**src/rtl/uart_rx.sv**
```systemverilog
`timescale 1ns/1ps
`default_nettype none

module uart_rx #(
	parameter int clks_per_bit = 8
) (
	input  logic       bus,
	input  logic       arst_n,
	input  logic       rx,
	output logic [7:0] rx_data,
	output logic       rx_strobe
);

	localparam int cw = $clog2(clks_per_bit);

	typedef enum logic [1:0] {
		idle,
		start,
		data,
		stop
	} state_e;

	state_e state;
	logic rx_q;
	logic [cw-1:0] cnt;
	logic [2:0] bit_idx;
	logic [7:0] shift;
	logic bit_done;
	logic start_mid;

	// end of a full bit period, counted from the previous sample point
	assign bit_done = (cnt == cw'(clks_per_bit - 1));
	// middle of the start bit
	assign start_mid = (cnt == cw'(clks_per_bit / 2 - 1));

	assign rx_data = shift;

	always_ff @(posedge bus or negedge arst_n) begin
		if (!arst_n) begin
			state <= idle;
			cnt <= '0;
			bit_idx <= '0;
			rx_strobe <= 1'b0;
			// line idles high
			rx_q <= 1'b1;
		end else begin
			rx_q <= rx;
			rx_strobe <= 1'b0;
			case (state)
				idle: begin
					// falling edge, possible start bit
					if (!rx_q) begin
						state <= start;
						cnt <= '0;
					end
				end
				start: begin
					if (start_mid) begin
						cnt <= '0;
						bit_idx <= '0;
						// glitch, line already back high
						state <= rx_q ? idle : data;
					end else begin
						cnt <= cnt + 1'b1;
					end
				end
				data: begin
					if (bit_done) begin
						cnt <= '0;
						bit_idx <= bit_idx + 1'b1;
						if (bit_idx == 3'd7) begin
							state <= stop;
						end
					end else begin
						cnt <= cnt + 1'b1;
					end
				end
				stop: begin
					// no strobe on a framing error
					if (bit_done) begin
						rx_strobe <= rx_q;
						state <= idle;
					end else begin
						cnt <= cnt + 1'b1;
					end
				end
				default: state <= idle;
			endcase
		end
	end

	// lsb first into the top of the shifter
	always_ff @(posedge bus) begin
		if (state == data && bit_done) begin
			shift <= {rx_q, shift[7:1]};
		end
	end

endmodule

`default_nettype wire

```
**config.mk**
```make
export PLATFORM = sky130hd
export DESIGN_NAME = uart_rx
export DESIGN_NICKNAME = d
export VERILOG_FILES = /design/src/rtl/uart_rx.sv
export SDC_FILE = /design/constraint.sdc
export NUM_CORES = 1
export LEC_CHECK = 0
export ABC_AREA = 1
export BUFFER_PORTS_ARGS = -buffer_cell sky130_fd_sc_hd__buf_4
export CAP_MARGIN = 25
export CELL_PAD_IN_SITES_DETAIL_PLACEMENT = 0
export CELL_PAD_IN_SITES_GLOBAL_PLACEMENT = 1
export CORE_ASPECT_RATIO = 0.7
export CORE_MARGIN = 8
export CORE_UTILIZATION = 40
export DETAILED_ROUTE_END_ITERATION = 10
export GPL_TIMING_DRIVEN = 0
export PLACE_DENSITY = 0.77
export SLEW_MARGIN = 20
export SYNTH_ARGS = -nofsm -noshare
export SYNTH_HDL_FRONTEND = slang
export SYNTH_SLANG_ARGS = --single-unit
```
**constraint.sdc**
```tcl
create_clock -name bus -period 3.8 [get_ports bus]
set_clock_uncertainty 0.15 [all_clocks]
set_input_delay 0.76 -clock bus [delete_from_list [all_inputs] [get_ports bus]]
set_output_delay 0.76 -clock bus [all_outputs]
set_load 0.01 [all_outputs]
```
==> PnR_summary.wiki <==
{| class="wikitable"
! Metric !! Value
|-
| Die Footprint || 3690 sq um
|-
| CTS root buf || sky130_fd_sc_hd__clkbuf_4
|-
| Number of global-route vias before repair || 468
|-
| Reg-to-reg critical path startpoint || cnt[0]
|-
| Remaining DRCs || 0
|-
| Number of nets in the layout || 96
|-
| Number of sinks on the clock net || 18
|-
| Worst voltage drop across the vdd grid || 0.374 mV
|-
| Setup repair after global routing missed its margin || no
|-
| Drt pass-1 iters || 4
|-
| Busiest grt layer || met1
|-
| Insertion delay to the later sink of the worst-skew pair || 0.29 ns
|-
| Number of setup violations in the final report || 0
|-
| Floorplan Core Area || 1870 sq um
|-
| Count of filler cells inserted in the layout || 174
|-
| Multi-input logic area || 260 sq um
|-
| Most common cell after layout, fill and taps aside || sky130_fd_sc_hd__nand2_1
|-
| GR Layer Usage met2 || 9.62%
|-
| # resized after CTS || 0
|-
| Ratio of routed vias to standard cells || 4.66
|-
| Result of the run || complete, no violations
|-
| Overall Global Routing Usage || 7.73%
|-
| Synthesized netlist cell count || 71
|-
| Largest net degree at the start of global routing || 11
|-
| Number of levels in the clock H-tree || 1
|-
| Final Hold Vio Count || 0
|-
| Remaining antenna violation count || 0
|-
| Number of hold-repair buffers added at the cts stage || 0
|-
| Longest Clk Path Bufs || 2
|-
| Clock transition time at the flip-flop clock pins of the worst setup and hold paths || 0.10 ns
|-
| Die outline height || 53.3 um
|-
| Synth cell types || 19
|-
| Wirelength, routed || 1.34 mm
|-
| Number of top-level pins || 12
|-
| PortBufs || 11
|-
| Crit Path Class || reg2out
|-
| Largest driver fanout on the critical path || 2
|-
| Category of cells accounting for the largest share of critical-path delay || flip-flops
|-
| Startpoint types || flip-flop
|-
| Mean post-synth cell area || 11.2 sq um
|-
| Period utilization || 47.5%
|-
| Leakage dissipation || 0.000459 uW
|-
| Transition time at the pin with the least slew margin || 0.378 ns
|-
| Post-layout utilization of the core || 49.7%
|-
| Area fraction in compound gates after synthesis || 2.52%
|-
| Endpoint kind of the worst setup timing path || output pin
|-
| Sum of negative setup slack || 0 ns
|-
| Register-to-register setup slack || 2.10 ns
|-
| Detailed router's first-iteration violation count || 24
|-
| Total clock buffers created by CTS || 3
|-
| Final-report max-slew violation count || 0
|-
| Count of standard-cell rows || 13
|-
| Total global routing overflow || 0
|-
| Total via count after detailed routing || 503
|-
| GR Layer Usage met1 || 10.3%
|-
| Req. time, crit path || 2.89 ns
|-
| Initial core utilization || 42.4%
|-
| Post-DP HPWL || 1.02 mm
|-
| Reg2reg path depth || 4
|-
| Crit path buffers/inverters || 1
|-
| Sequential share of the synthesized area || 62.0%
|-
| CP cell instances || buf_4
|-
| TritonCTS clock tree || done
|-
| Areal power density over the cells || 578 nW/um^2
|-
| Routed wire per std cell || 12.4 um
|-
| Crit-path slowest cell || sky130_fd_sc_hd__edfxtp_1
|-
| Top library cells by usage in the layout, fill and taps aside || sky130_fd_sc_hd__nand2_1, sky130_fd_sc_hd__buf_4, sky130_fd_sc_hd__dfrtp_1
|-
| Flop and latch count out of synthesis || 18
|-
| Buffers inserted by post-CTS timing repair || 0
|-
| Final period demand of the worst path || 1.81 ns
|-
| Placer congestion estimate || 0.809
|-
| Syn Nets || 80
|-
| Hold Crit Class || in2async
|-
| Overall Power || 537 uW
|-
| Yosys synthesis warning count || 0
|-
| Worst flop-to-flop path endpoint || rx_data[4]
|-
| Layout-stage area growth over the synthesis result || 17.2%
|-
| Mux share of post-synthesis cell area || 1.89%
|-
| Arrival time at the worst endpoint || 0.90 ns
|-
| Met3 track demand over resource in global routing || 5.22%
|-
| First-pass GRT wire length || 2.19 mm
|-
| Combinational family with the most area after synthesis || simple AND/OR/NAND/NOR gates
|-
| Area taken by flip-flops and latches || 492 sq um
|-
| Adder and majority cell fraction of the synthesized area || 9.46%
|-
| Number of antenna violations at the first check in global routing || 0
|-
| Highest achievable clock rate || 554 MHz
|-
| Reported max-cap violation count || 0
|-
| Layout cells sized above 1 || 27.9%
|-
| Longest individual stage delay on the worst path || 0.44 ns
|-
| ANT cells || 0
|-
| Horizontal die dimension || 69.2 um
|-
| Share of the synthesized netlist area taken by xor and xnor gates || 0%
|-
| Worst rel slew slack || 74.7%
|-
| Simple-Gate Fraction of Synth Area || 18.9%
|-
| Cell area after synthesis || 793 sq um
|}
[area by class of cell]
type	instances	share of cell area, %
Sequential cell	18	52.9
Buffer	1	0.808
Timing Repair Buffer	11	8.88
Multi-Input combinational cell	43	28.0
Tap cell	22	2.96
Inverter	9	3.63
Clock buffer	4	2.83
[where the power goes]
part	internal, uW	switching (uW)
clock	40.8	53.0
sequential	233	22.3
combinational	76.6	111
total	351	187
[cell families after synthesis]
logic type / count (synthesis)
buffers and inverters: 10
AND/OR/NAND/NOR: 32
flip-flops: 18
adder cells (fa/ha/maj): 6
multiplexers: 1
AO/OA/AOI/OAI: 4
[per-layer routing]
layer	wire (um)	part of all wire, %
met4	8	0.60
met2	536	40
met1	706	53
met5	0	0
met3	87	6.5
[worst max-delay path by stage]
stage / depth (start not counted) / from / endpoint
after floorplan: 5 / cnt[0] / cnt[0]
after global placement: 4 / cnt[0] / rx_data[0]
after detailed placement: 4 / cnt[0] / rx_data[5]
after CTS: 1 / rx_data[7] / rx_data[7]
after global routing: 1 / rx_data[7] / rx_data[7]
final: 1 / rx_data[7] / rx_data[7]
[synthesized netlist by cell type (all sizes together)]
cell type | count | area, sq um
nand3b | 1 | 7.51
inv | 9 | 33.8
ha | 6 | 75.1
dfrtp | 9 | 225
edfxtp | 8 | 240
buf | 1 | 7.51
nand3 | 5 | 35.0
nand2 | 21 | 83.8
a21oi | 1 | 5.00
o21ai | 3 | 15.0
dfstp | 1 | 26.3
mux2 | 1 | 15.0
nor2 | 4 | 17.5
nand4 | 1 | 6.26
[per-stage QoR]
stage                     hold slack [ns]  cell area [sq um]  instances  worst slack [ns]
after floorplan                     0.296                793         71              2.30
after global placement              0.279                903        104              2.12
after detailed placement            0.290                903        104              2.10
after CTS                           0.124                930        108              1.98
after global routing                0.114                930        108              1.94
final                               0.129                930        108              1.99
[registers in the layout, indices dropped and copies added, names as in the netlist, named ones only]
name       count
rx_q           1
rx_strobe      1
rx_data        8
cnt            3
state          1
bit_idx        3
(Power assumes the default switching activity.)
