===== config.mk =====
export PLATFORM = sky130hd
export DESIGN_NAME = imem_loader
export DESIGN_NICKNAME = d
export VERILOG_FILES = /design/src/rtl/fetch_pkg.sv /design/src/rtl/imem_loader.sv
export SDC_FILE = /design/constraint.sdc
export NUM_CORES = 1
export LEC_CHECK = 0
export BUFFER_PORTS_ARGS = -buffer_cell sky130_fd_sc_hd__buf_2
export CORE_MARGIN = 1.5
export CORE_UTILIZATION = 48
export DETAILED_ROUTE_END_ITERATION = 10
export HOLD_SLACK_MARGIN = 0.06
export MAX_ROUTING_LAYER = met4
export PLACE_DENSITY = 0.74
export RECOVER_POWER = 50
export SLEW_MARGIN = 20
export SYNTH_ARGS = -nofsm -noshare
export SYNTH_HDL_FRONTEND = slang
export SYNTH_SLANG_ARGS = --single-unit

===== constraint.sdc =====
create_clock -name bus -period 1.7 [get_ports bus]
set_clock_uncertainty 0.2 [all_clocks]
set_input_delay 0.17 -clock bus [delete_from_list [all_inputs] [get_ports bus]]
set_output_delay 0.17 -clock bus [all_outputs]
set_load 0.05 [all_outputs]

===== src/rtl/fetch_pkg.sv =====
`default_nettype none

package fetch_pkg;

	////////////////////////////////////////
	// widths
	////////////////////////////////////////

	// instruction and address width
	localparam int xlen = 32;

	// compressed instructions are one half-word
	localparam int half_w = xlen / 2;

	// bytes per instruction memory word, as sent over the uart
	localparam int word_bytes = xlen / 8;

	// fetch starts here after reset and after every program load
	localparam logic [xlen-1:0] reset_vector = 32'h0000_0000;

	////////////////////////////////////////
	// redirect command from the back end
	////////////////////////////////////////

	typedef enum logic [2:0] {
		// no redirect this cycle
		redir_none     = 3'd0,
		// redir_pc + redir_off
		redir_branch   = 3'd1,
		// same rule as branch
		redir_jal      = 3'd2,
		// redir_off as absolute address, bit 0 cleared
		redir_jalr     = 3'd3,
		// jump to mtvec
		redir_trap     = 3'd4,
		// back to mepc
		redir_trap_ret = 3'd5
	} redir_e;

endpackage

`default_nettype wire


===== src/rtl/imem_loader.sv =====
`timescale 1ns/1ps
`default_nettype none

module imem_loader
	import fetch_pkg::*;
#(
	parameter int imem_words = 256
) (
	input  logic                          bus,
	input  logic                          arst_n,
	input  logic                          prog,
	input  logic [7:0]                    rx_data,
	input  logic                          rx_strobe,
	output logic                          load_active,
	output logic                          wr_en,
	output logic [$clog2(imem_words)-1:0] wr_addr,
	output logic [xlen-1:0]               wr_data
);

	localparam int aw = $clog2(imem_words);
	localparam int bw = $clog2(word_bytes);

	logic prog_q;
	logic [bw-1:0] byte_cnt;
	logic [xlen-1:0] word_q;

	// high from the first prog cycle until one cycle after prog drops
	assign load_active = prog | prog_q;
	assign wr_data = word_q;

	always_ff @(posedge bus or negedge arst_n) begin
		if (!arst_n) begin
			prog_q <= 1'b0;
			byte_cnt <= '0;
			wr_en <= 1'b0;
			wr_addr <= '0;
		end else begin
			prog_q <= prog;
			wr_en <= 1'b0;
			if (!prog) begin
				// partial word dropped, next load starts at word 0
				byte_cnt <= '0;
				wr_addr <= '0;
			end else begin
				if (rx_strobe) begin
					if (byte_cnt == bw'(word_bytes - 1)) begin
						byte_cnt <= '0;
						wr_en <= 1'b1;
					end else begin
						byte_cnt <= byte_cnt + 1'b1;
					end
				end
				// step once the write has gone out
				if (wr_en) begin
					if (wr_addr == aw'(imem_words - 1)) begin
						wr_addr <= '0;
					end else begin
						wr_addr <= wr_addr + 1'b1;
					end
				end
			end
		end
	end

	// bytes come lsb first, so shift down from the top
	always_ff @(posedge bus) begin
		if (prog && rx_strobe) begin
			word_q <= {rx_data, word_q[xlen-1:8]};
		end
	end

endmodule

`default_nettype wire


==> metrics.md <==
| Metric | Value |
|---|---|
| Setup Buffers After CTS | 0 |
| Die width | 59.6 um |
| Adder-Cell Fraction of Synth Area | 1.63% |
| Seq/Total Area, Yosys | 82.0% |
| Vias/cell | 4.75 |
| Startpoint types | flip-flop |
| Worst vdd ir | 626 uV |
| Setup TNS | 0 ns |
| Die Span Y | 59.6 um |
| Largest net degree at the start of global routing | 33 |
| P&R area growth vs syn | 34.8% |
| Share of layout cells above drive strength 1 | 37.2% |
| TritonCTS Buffers | 5 |
| Per-cell routed wire length | 12.3 um |
| Mapped Avg Cell Area | 17.3 sq um |
| Post-route DRC | 0 |
| R2R Path Start | wr_addr[0] |
| Number of global-route vias before repair | 882 |
| First-pass GRT wire length | 4.01 mm |
| Simple-gate share of the synthesized area | 8.71% |
| Clk_lat worst skew | 0.35 ns |
| Root Buffer | clkbuf_4 |
| WP data required | 1.77 ns |
| Netlist Area Pre-Place | 1540 sq um |
| Cell Count Post-Placement | 188 |
| Clock slew at reported path FFs | 0.13 ns |
| Worst setup endpoint | wr_addr[6] |
| RePlAce Congestion | 0.820 |
| Multi-input combinational cell area | 273 sq um |
| Setup violations, final | 0 |
| Routed WL | 2.55 mm |
| Critical Path Fanout Max | 5 |
| Critical path arrival | 1.68 ns |
| Crit share post-route | 94.8% |
| CTS tree | yes |
| H-tree levels | 2 |
| Leakage | 0.000833 uW |
| Initial DRC count | 25 |
| Initial DRT Pass Iterations | 4 |
| Worst Tran Pin Value | 0.599 ns |
| Sink Count | 44 |
| Worst hold path type | input port to flip-flop |
| Complex-gate fraction of the synthesized area | 3.91% |
| Layout Cells excl Fill | 208 |
| Largest family of logic cells by synthesized area | simple AND/OR/NAND/NOR gates |
| Diode count | 0 |
| Area occupied by registers | 1270 sq um |
| RSZ-0062 raised after global routing | false |
| Post-Synth XOR/XNOR Area | 1.71% |
| Mapped Nets | 103 |
| Starting density of the core | 50.4% |
| Crit Path Category | flip-flop to flip-flop |
| Yosys cell types | 24 |
| Core area | 3050 sq um |
| Pwr/cell area | 949 nW/um^2 |
| IO Count | 54 |
| Worst R2R Path Depth | 4 |
| WHS | 0.183 ns |
| Reg2reg end | wr_addr[6] |
| Number of synthesized register bits | 44 |
| Total of warnings raised by yosys | 0 |
| Routed via count | 988 |
| Site row count | 20 |
| Die area | 3550 sq um |
| Final hold violation count | 0 |
| Cells after synthesis | 89 |
| Worst Setup SP | wr_addr[0] |
| Fill count | 238 |
| Achievable Freq | 621 MHz |
| Post-layout min period | 1.61 ns |
| Initial antenna violation count | 0 |
| Antenna Violating Nets Remaining | 0 |
| Tot GR Track Use | 16.8% |
| R2R Setup Slk | 0.09 ns |
| Grt total ovfl | 0 |
| Outcome | completed |
| Max-cap viol count | 0 |
| Slew headroom | 60.2% |
| Worst Setup End Kind | flip-flop |
| IO buf count | 53 |
| Slew Limit Fails | 0 |
| Largest buffer count on any clock path | 2 |
| Post-synthesis mux area share | 1.30% |
| Layout Nets | 177 |
| Detailed Place HPWL | 1.78 mm |
layout make-up:
cell class	instances	share of cell area [%]
clock buffers	6	2.47
clock inverters	2	0.724
inverters	3	0.543
multi-input cells	42	13.2
flip-flops and latches	44	61.1
well taps	44	2.66
repair buffers	67	19.3
metrics by stage:
stage | setup WS [ns] | area [sq um] | utilization (%) | power, uW
finish | 0.0891 | 2070 | 67.9 | 1970
global route | 0.000855 | 2070 | 67.9 | 2060
CTS | 0.0759 | 2090 | 68.3 | 1990
detailed placement | 0.0937 | 1900 | 62.2 | 1450
global placement | 0.203 | 1900 | 62.2 | 1440
floorplan | 0.0162 | 1550 | - | 1380
registers in the layout, summed over array words and instances, names as in the netlist:
signal and count:
wr_en 1, prog_q 1, byte_cnt 2, wr_data 32
wr_addr 8
timing repair:
item	4_1_cts	5_1_grt
setup endpoints to repair	0	1
hold buffers	12	0
endpoints found under the hold margin	27	0
gates resized for setup	0	0
placed cells by master, fill, tap and decap left out, types with 3 or more instances in the layout:
cell / count
edfxtp_1: 32
buf_2: 28
clkbuf_2: 15
dlygate4sd3_1: 12
clkbuf_1: 10
dfrtp_1: 7
nor2_1: 6
nand2_1: 5
clkbuf_4: 5
dfrtp_2: 5
a21oi_1: 4
or4_1: 3
kinds of logic (layout without fill, tap and decap cells):
group | Yosys count | count (layout)
xor+xnor | 3 | 3
mux | 2 | 2
compound gates | 10 | 10
fa+ha+maj | 2 | 2
buf+inv | 3 | 78
flops | 44 | 44
simple gates | 25 | 25
metal layers:
metal | wire, um | track usage (%) | up-vias
met5 | 0 | - | -
met4 | 55 | 8.57 | 0
li1 | - | - | 487
met1 | 1030 | 19.8 | 461
met3 | 161 | 5.90 | 6
met2 | 1310 | 25.4 | 34
critical path, stage by stage (launching register included):
cell and delay (ns):
dfrtp_2 0.41, ha_1 0.18, nand4_1 0.18, or3_1 0.39
a21oi_1 0.18
synth_stat cells:
cell,number,area (sq um)
a21oi_1,4,20.0
a31oi_1,1,6.26
and3_1,1,6.26
clkinv_1,1,3.75
dfrtp_1,12,300
edfxtp_1,32,961
ha_1,2,25.0
inv_1,2,7.51
mux2i_1,2,20.0
nand2_1,5,18.8
nand3_1,2,10.0
nand4_1,2,12.5
nand4b_1,1,8.76
nor2_1,7,26.3
nor2b_2,1,8.76
nor3b_1,1,7.51
o21ai_0,2,10.0
o311ai_0,1,8.76
o31ai_1,2,15.0
or2_2,1,6.26
or3_1,1,6.26
or4_1,3,22.5
xnor2_1,2,17.5
xor2_1,1,8.76
how the worst min path moves through the flow:
stage,from,to,cells after the start
6_report,prog,wr_addr[3],4
3_5_place_dp,arst_n,wr_addr[7],1
5_1_grt,prog,wr_addr[3],4
3_3_place_gp,arst_n,wr_addr[7],1
4_1_cts,prog,wr_addr[3],4
2_1_floorplan,arst_n,byte_cnt[0],0
where the power goes:
part / switching [uW] / total [uW] / internal (uW)
Clock: 323 / 524 / 201
Combinational: 167 / 230 / 62.7
Sequential: 17.5 / 1210 / 1200
Total: 508 / 1970 / 1460
Note: power is estimated with default switching activity, not from simulation.
