File: src/rtl/fetch_pkg.sv
`default_nettype none

package fetch_pkg;

	////////////////////////////////////////
	// widths
	////////////////////////////////////////

	// instruction and address width
	localparam int xlen = 32;

	// compressed instructions are one half-word
	localparam int half_w = xlen / 2;

	// bytes per instruction memory word, as sent over the uart
	localparam int word_bytes = xlen / 8;

	// fetch starts here after reset and after every program load
	localparam logic [xlen-1:0] reset_vector = 32'h0000_0000;

	////////////////////////////////////////
	// redirect command from the back end
	////////////////////////////////////////

	typedef enum logic [2:0] {
		// no redirect this cycle
		redir_none     = 3'd0,
		// redir_pc + redir_off
		redir_branch   = 3'd1,
		// same rule as branch
		redir_jal      = 3'd2,
		// redir_off as absolute address, bit 0 cleared
		redir_jalr     = 3'd3,
		// jump to mtvec
		redir_trap     = 3'd4,
		// back to mepc
		redir_trap_ret = 3'd5
	} redir_e;

endpackage

`default_nettype wire

File: src/rtl/fetch_stage.sv
`timescale 1ns/1ps
`default_nettype none

module fetch_stage
	import fetch_pkg::*;
#(
	parameter int imem_words = 256
) (
	input  logic                          bus,
	input  logic                          arst_n,
	input  logic                          load_active,
	output logic                          rd_en,
	output logic [$clog2(imem_words)-1:0] rd_addr,
	input  logic [xlen-1:0]               rd_data,
	input  redir_e                        redir_kind,
	input  logic [xlen-1:0]               redir_pc,
	input  logic [xlen-1:0]               redir_off,
	input  logic [xlen-1:0]               mtvec,
	input  logic [xlen-1:0]               mepc,
	output logic                          out_valid,
	output logic [xlen-1:0]               out_pc,
	output logic [xlen-1:0]               out_ins,
	output logic                          out_comp,
	input  logic                          out_ready
);

	localparam int aw = $clog2(imem_words);

	// address slot, pending restart address
	logic addr_valid;
	logic [xlen-1:0] fetch_pc;
	// output slot, pc of the word now on rd_data
	logic slot_valid;
	logic [xlen-1:0] slot_pc;

	logic [half_w-1:0] half;
	logic comp;
	logic [xlen-1:0] seq_pc;
	logic [xlen-1:0] fetch_addr;
	logic [xlen-1:0] redir_target;
	logic redir_taken;
	logic advance;

	////////////////////////////////////////
	// compressed detect and step
	////////////////////////////////////////

	// pc bit 1 picks the half-word
	assign half = slot_pc[1] ? rd_data[xlen-1:half_w] : rd_data[half_w-1:0];
	// all-zero half is illegal, treat as 32-bit
	assign comp = (half[1:0] != 2'b11) && (half != '0);
	assign seq_pc = slot_pc + (comp ? xlen'(2) : xlen'(4));

	////////////////////////////////////////
	// next address
	////////////////////////////////////////

	// trap return first, then trap entry, then branch/jump
	always_comb begin
		redir_taken = 1'b1;
		case (redir_kind)
			redir_trap_ret: redir_target = mepc;
			redir_trap: redir_target = mtvec;
			redir_branch,
			redir_jal: redir_target = redir_pc + redir_off;
			redir_jalr: redir_target = {redir_off[xlen-1:1], 1'b0};
			default: begin
				redir_taken = 1'b0;
				redir_target = fetch_pc;
			end
		endcase
	end

	// restart address, else sequential from the output slot
	assign fetch_addr = addr_valid ? fetch_pc : seq_pc;

	// read when restarting or when decode takes the current word
	assign advance = !load_active && (addr_valid || (slot_valid && out_ready));
	assign rd_en = advance;
	assign rd_addr = fetch_addr[aw+1:2];

	////////////////////////////////////////
	// slot state
	////////////////////////////////////////

	always_ff @(posedge bus or negedge arst_n) begin
		if (!arst_n) begin
			addr_valid <= 1'b0;
			slot_valid <= 1'b0;
			fetch_pc <= reset_vector;
			slot_pc <= reset_vector;
		end else if (load_active) begin
			// ram being rewritten, park at the reset vector
			addr_valid <= 1'b0;
			slot_valid <= 1'b0;
			fetch_pc <= reset_vector;
		end else if (redir_taken) begin
			// flush both slots, target read next cycle
			addr_valid <= 1'b1;
			slot_valid <= 1'b0;
			fetch_pc <= redir_target;
		end else if (!addr_valid && !slot_valid) begin
			// empty after reset or load, arm the first read
			addr_valid <= 1'b1;
		end else if (advance) begin
			addr_valid <= 1'b0;
			slot_valid <= 1'b1;
			slot_pc <= fetch_addr;
			fetch_pc <= fetch_addr;
		end
	end

	////////////////////////////////////////
	// decode side
	////////////////////////////////////////

	// stable under stall, ram output and slot_pc both hold
	assign out_valid = slot_valid && !load_active;
	assign out_pc = slot_pc;
	assign out_ins = comp ? {{half_w{1'b0}}, half} : rd_data;
	assign out_comp = comp;

endmodule

`default_nettype wire

File: config.mk
export PLATFORM = sky130hd
export DESIGN_NAME = fetch_stage
export DESIGN_NICKNAME = d
export VERILOG_FILES = /design/src/rtl/fetch_pkg.sv /design/src/rtl/fetch_stage.sv
export SDC_FILE = /design/constraint.sdc
export NUM_CORES = 1
export LEC_CHECK = 0
export ABC_CLOCK_PERIOD_IN_PS = 6750
export BUFFER_PORTS_ARGS = -buffer_cell sky130_fd_sc_hd__buf_2
export CORE_MARGIN = 2
export CORE_UTILIZATION = 40
export CTS_CLUSTER_DIAMETER = 50
export DETAILED_ROUTE_END_ITERATION = 6
export GPL_TIMING_DRIVEN = 0
export PLACE_DENSITY = 0.66
export SYNTH_ARGS = -nofsm -noshare
export SYNTH_HDL_FRONTEND = slang
export SYNTH_SLANG_ARGS = --single-unit
File: constraint.sdc
create_clock -name bus -period 6.75 [get_ports bus]
set_clock_uncertainty 0.1 [all_clocks]
set_input_delay 0.675 -clock bus [delete_from_list [all_inputs] [get_ports bus]]
set_output_delay 0.675 -clock bus [all_outputs]
set_load 0.1 [all_outputs]
==> results by group <==
Worst setup path
  – Reg-to-Reg Start: out_pc[1]
  – Slowest CP cell: or4_4
  – Critical Path RT: approximately 6.0 ns
  – Reg2Reg Capture Point: fetch_pc[29]
  – Worst-path fanout max: 11
  – R2r setup slk: approximately 1.8 ns
  – Crit path cell chain: buf_2, or4_1, nor2_1, a21oi_1, or4_4, o211ai_2, clkbuf_1, ha_1, a21oi_1, nor2b_1, xnor2_1, o21ai_0, buf_4, buf_2
  – Crit path kind: in2out
  – Crit path DAT: approximately 4.5 ns
  – Critical path's largest stage delay: ~0.56 ns
  – FF-to-FF path depth: 15
  – Setup crit end kind: output pin
  – Setup crit start kind: input pin

Finish
  – Reg area: ~1700 um2
  – Layout Cells excl Fill: roughly 1500
  – Ratio of cells with drive above 1 in the final layout: 0.253
  – Final core occ: 0.508
  – Final nets: approximately 1400
  – Fill cells: 1846
  – Multi-input gate area: around 5200 um2
  – Antenna diodes: 0
  – Layout area overhead: 24.9%

Placement
  – PortBufs: 241
  – Routability cong.: 0.942
  – HPWL Detailed: 23300 um
  – Placed instance count: 1454

Min path
  – Hold Path Class: in2async

Floorplan
  – Core ar.: 17900 um2
  – Die ar.: just under 20000 um2
  – Num rows: between 40 and 50
  – Die Width: 139 um
  – I/O Pins: 242
  – Die height: around 140 um
  – Initial Utilization: 0.407

Timing
  – Worst slew pin tran: about 0.87 ns
  – Fin crit period: around 5.3 ns
  – Slew Limit Fails: 0
  – Final Hold Fails: 0
  – RSZ-0062 raised after global routing: no
  – Worst slew margin: 0.422
  – Final setup fails: 0
  – Final setup TNS: 0 ns
  – Hold Slack: 0.339 ns
  – Crit share post-route: 0.781
  – Fmax: 0.190 GHz

Route
  – Detailed-route via count: approximately 8600
  – Residual DRC: 0
  – Final ANT Viol Nets: 0
  – WL/cell: 19.6 um
  – Pre-Repair DR Iteration Count: 6
  – Vias/cell: just under 6
  – First DRT Iteration DRCs: ~800
  – Routed WL: a little under 30000 um

Run
  – Max Cap Viol: 0

Global route
  – Met2 usage: 0.478
  – Vias in the first global route: 8072
  – Met3 usage: 0.0259
  – First-pass GRT wire length: 44200 um
  – Overflow after GRT: 0
  – Total global-route track usage: 0.287
  – GRT busiest layer: met2
  – Global-route track usage on met1: 0.392
  – Largest net degree at the start of global routing: 67
  – Initial antenna violation count: 0

Synthesis
  – Library cells used by synthesis: just under 80
  – Yosys warning count: 0
  – Ys async rst share: 1.00
  – Syn_area_per_cell: 7.40 um2
  – Flops & latches, synth: 66
  – Top FF cell, synth: dfrtp_1
  – EDFF count, synth: 0
  – Synthesized netlist net count: roughly 1200
  – Mapped Cells: about 1000
  – Sequential share of the synthesized area: 0.227
  – Mapped Area: about 7300 um2

Clock tree
  – Htree depth: 3
  – Clock Sinks: 66
  – Setup bufs post-CTS: 0
  – Clk buf depth: 2
  – Clock Latency Late Sink: about 0.34 ns
  – Hold Buf Count CTS: 0
  – CTS Buf Count: 9
  – Clock transition at path regs: about 0.050 ns
  – Clk root buf: clkbuf_16
  – CTS tree: done
  – Post-CTS resize count: 0

Power
  – Internal power: between 1 and 1.5 mW
  – Peak supply drop: around 0.25 mV
  – Comb pwr share: 0.599
  – Pwr/cell area: just under 300 nW/um2
  – Reg power frac: 0.212
  – Total power: 2.68 mW
  – Switching pwr: 1.50 mW
  – Clock share of power: 0.189
  – Sw Share: 0.562
  – Cell leakage power: approximately 4.2 nW

Outcome
  – Run status: finished clean
## cell usage after synthesis (4+ instances only)
cell       number  area (um2)
nor3_1         26         130
o221ai_1        5        43.8
a22oi_1        16         120
a31o_2          4        35.0
and2_1         19         119
a221oi_1       14         123
o21a_1          9        67.6
nand3_1        28         140
xor2_1         15         131
a21o_1         15         113
or2_2           5        31.3
buf_1           9        33.8
a211oi_1       14         105
o21ai_0        82         410
a2111oi_0       4        35.0
a31oi_1        12        75.1
inv_1          30         113
dfrtp_1        66        1650
mux2i_1        15         150
o31ai_1         9        67.6
nand4_1         9        56.3
nand2_1        98         368
xnor2_1        35         307
and3_1         11        68.8
a222oi_1        5        50.1
mux2_2         17         191
nand2b_1       12        75.1
clkbuf_1       47         176
buf_4           9        67.6
nor4_1          8        50.1
o211ai_1       12        90.1
nor2_1        103         387
ha_1           33         413
o22ai_1        10        62.6
a21oi_1        97         485
nor2b_1        11        68.8
## state kept, by name, indices dropped and copies added (netlist names)
signal	cells
slot_valid	1
addr_valid	1
fetch_pc	32
out_pc	32
## metal layers
| layer | wire length, um | vias up |
|---|---|---|
| met5 | 0 | - |
| met4 | 842 | 0 |
| met3 | 2100 | 50 |
| met2 | 13600 | 405 |
| met1 | 12300 | 3966 |
| li1 | - | 4130 |
## layout by cell type (no fill, tap or decap), types with 10 or more instances in the layout
cell type	count
a211oi_1	14
a21o_1	15
a21oi_1	97
a221oi_1	14
a22oi_1	16
a31oi_1	12
and2_1	19
and3_1	11
buf_2	243
buf_4	10
clkbuf_1	48
dfrtp_1	66
ha_1	33
inv_1	30
mux2_2	17
mux2i_1	15
nand2_1	98
nand2b_1	12
nand3_1	28
nor2_1	103
nor2b_1	11
nor3_1	26
o211ai_1	12
o21ai_0	82
o22ai_1	10
xnor2_1	35
xor2_1	15
## power by group through the flow
| stage | logic (mW) | clock network (mW) | registers (mW) |
|---|---|---|---|
| 2_1_floorplan | 0.896 | 0 | 0.914 |
| 3_3_place_gp | 1.58 | 0 | 0.568 |
| 3_5_place_dp | 1.59 | 0 | 0.570 |
| 4_1_cts | 1.59 | 0.511 | 0.565 |
| 5_1_grt | 1.68 | 0.526 | 0.579 |
| 6_report | 1.60 | 0.507 | 0.567 |
## critical path: cells and delay by family
kind                     cells  cell delay (ns)
AO/OA/AOI/OAI                4             0.94
XOR/XNOR                     1             0.15
adder cells (fa/ha/maj)      1             0.32
buffers and inverters        4             1.12
AND/OR/NAND/NOR              4             1.29
## metrics by stage
stage                     cell area (um2)  worst slack, ns
after floorplan                      7280             1.90
after CTS                            9100             1.44
after global placement               8770             1.47
after detailed placement             8780             1.47
final                                9100             1.48
after global routing                 9100             1.16
## layout make-up
| class | count | share of cell area |
|---|---|---|
| inverters | 32 | 0.0132 |
| multi-input cells | 817 | 0.573 |
| well taps | 229 | 0.0315 |
| repair buffers | 241 | 0.133 |
| plain buffers | 69 | 0.0327 |
| clock inverters | 5 | 0.00853 |
| clock buffers | 11 | 0.0267 |
| flip-flops and latches | 66 | 0.182 |
## worst max path at each step
stage | to | slack, ns | depth (start not counted) | startpoint
finish | rd_addr[2] | 1.48 | 14 | rd_data[8]
global route | rd_addr[2] | 1.16 | 13 | out_pc[1]
CTS | rd_addr[2] | 1.44 | 13 | out_pc[1]
detailed placement | rd_addr[2] | 1.47 | 14 | rd_data[8]
global placement | rd_addr[2] | 1.47 | 14 | rd_data[8]
floorplan | rd_addr[5] | 1.90 | 13 | out_pc[1]
## cells by family after synthesis
group	share of synthesized area
and+or+nand+nor	0.241
AOI/OAI and AO/OA	0.303
buffers and inverters	0.0574
DFF	0.227
xor gates and xnor gates	0.0601
adders and majority gates	0.0622
muxes	0.0500
Power figures use the tool's default switching activity.
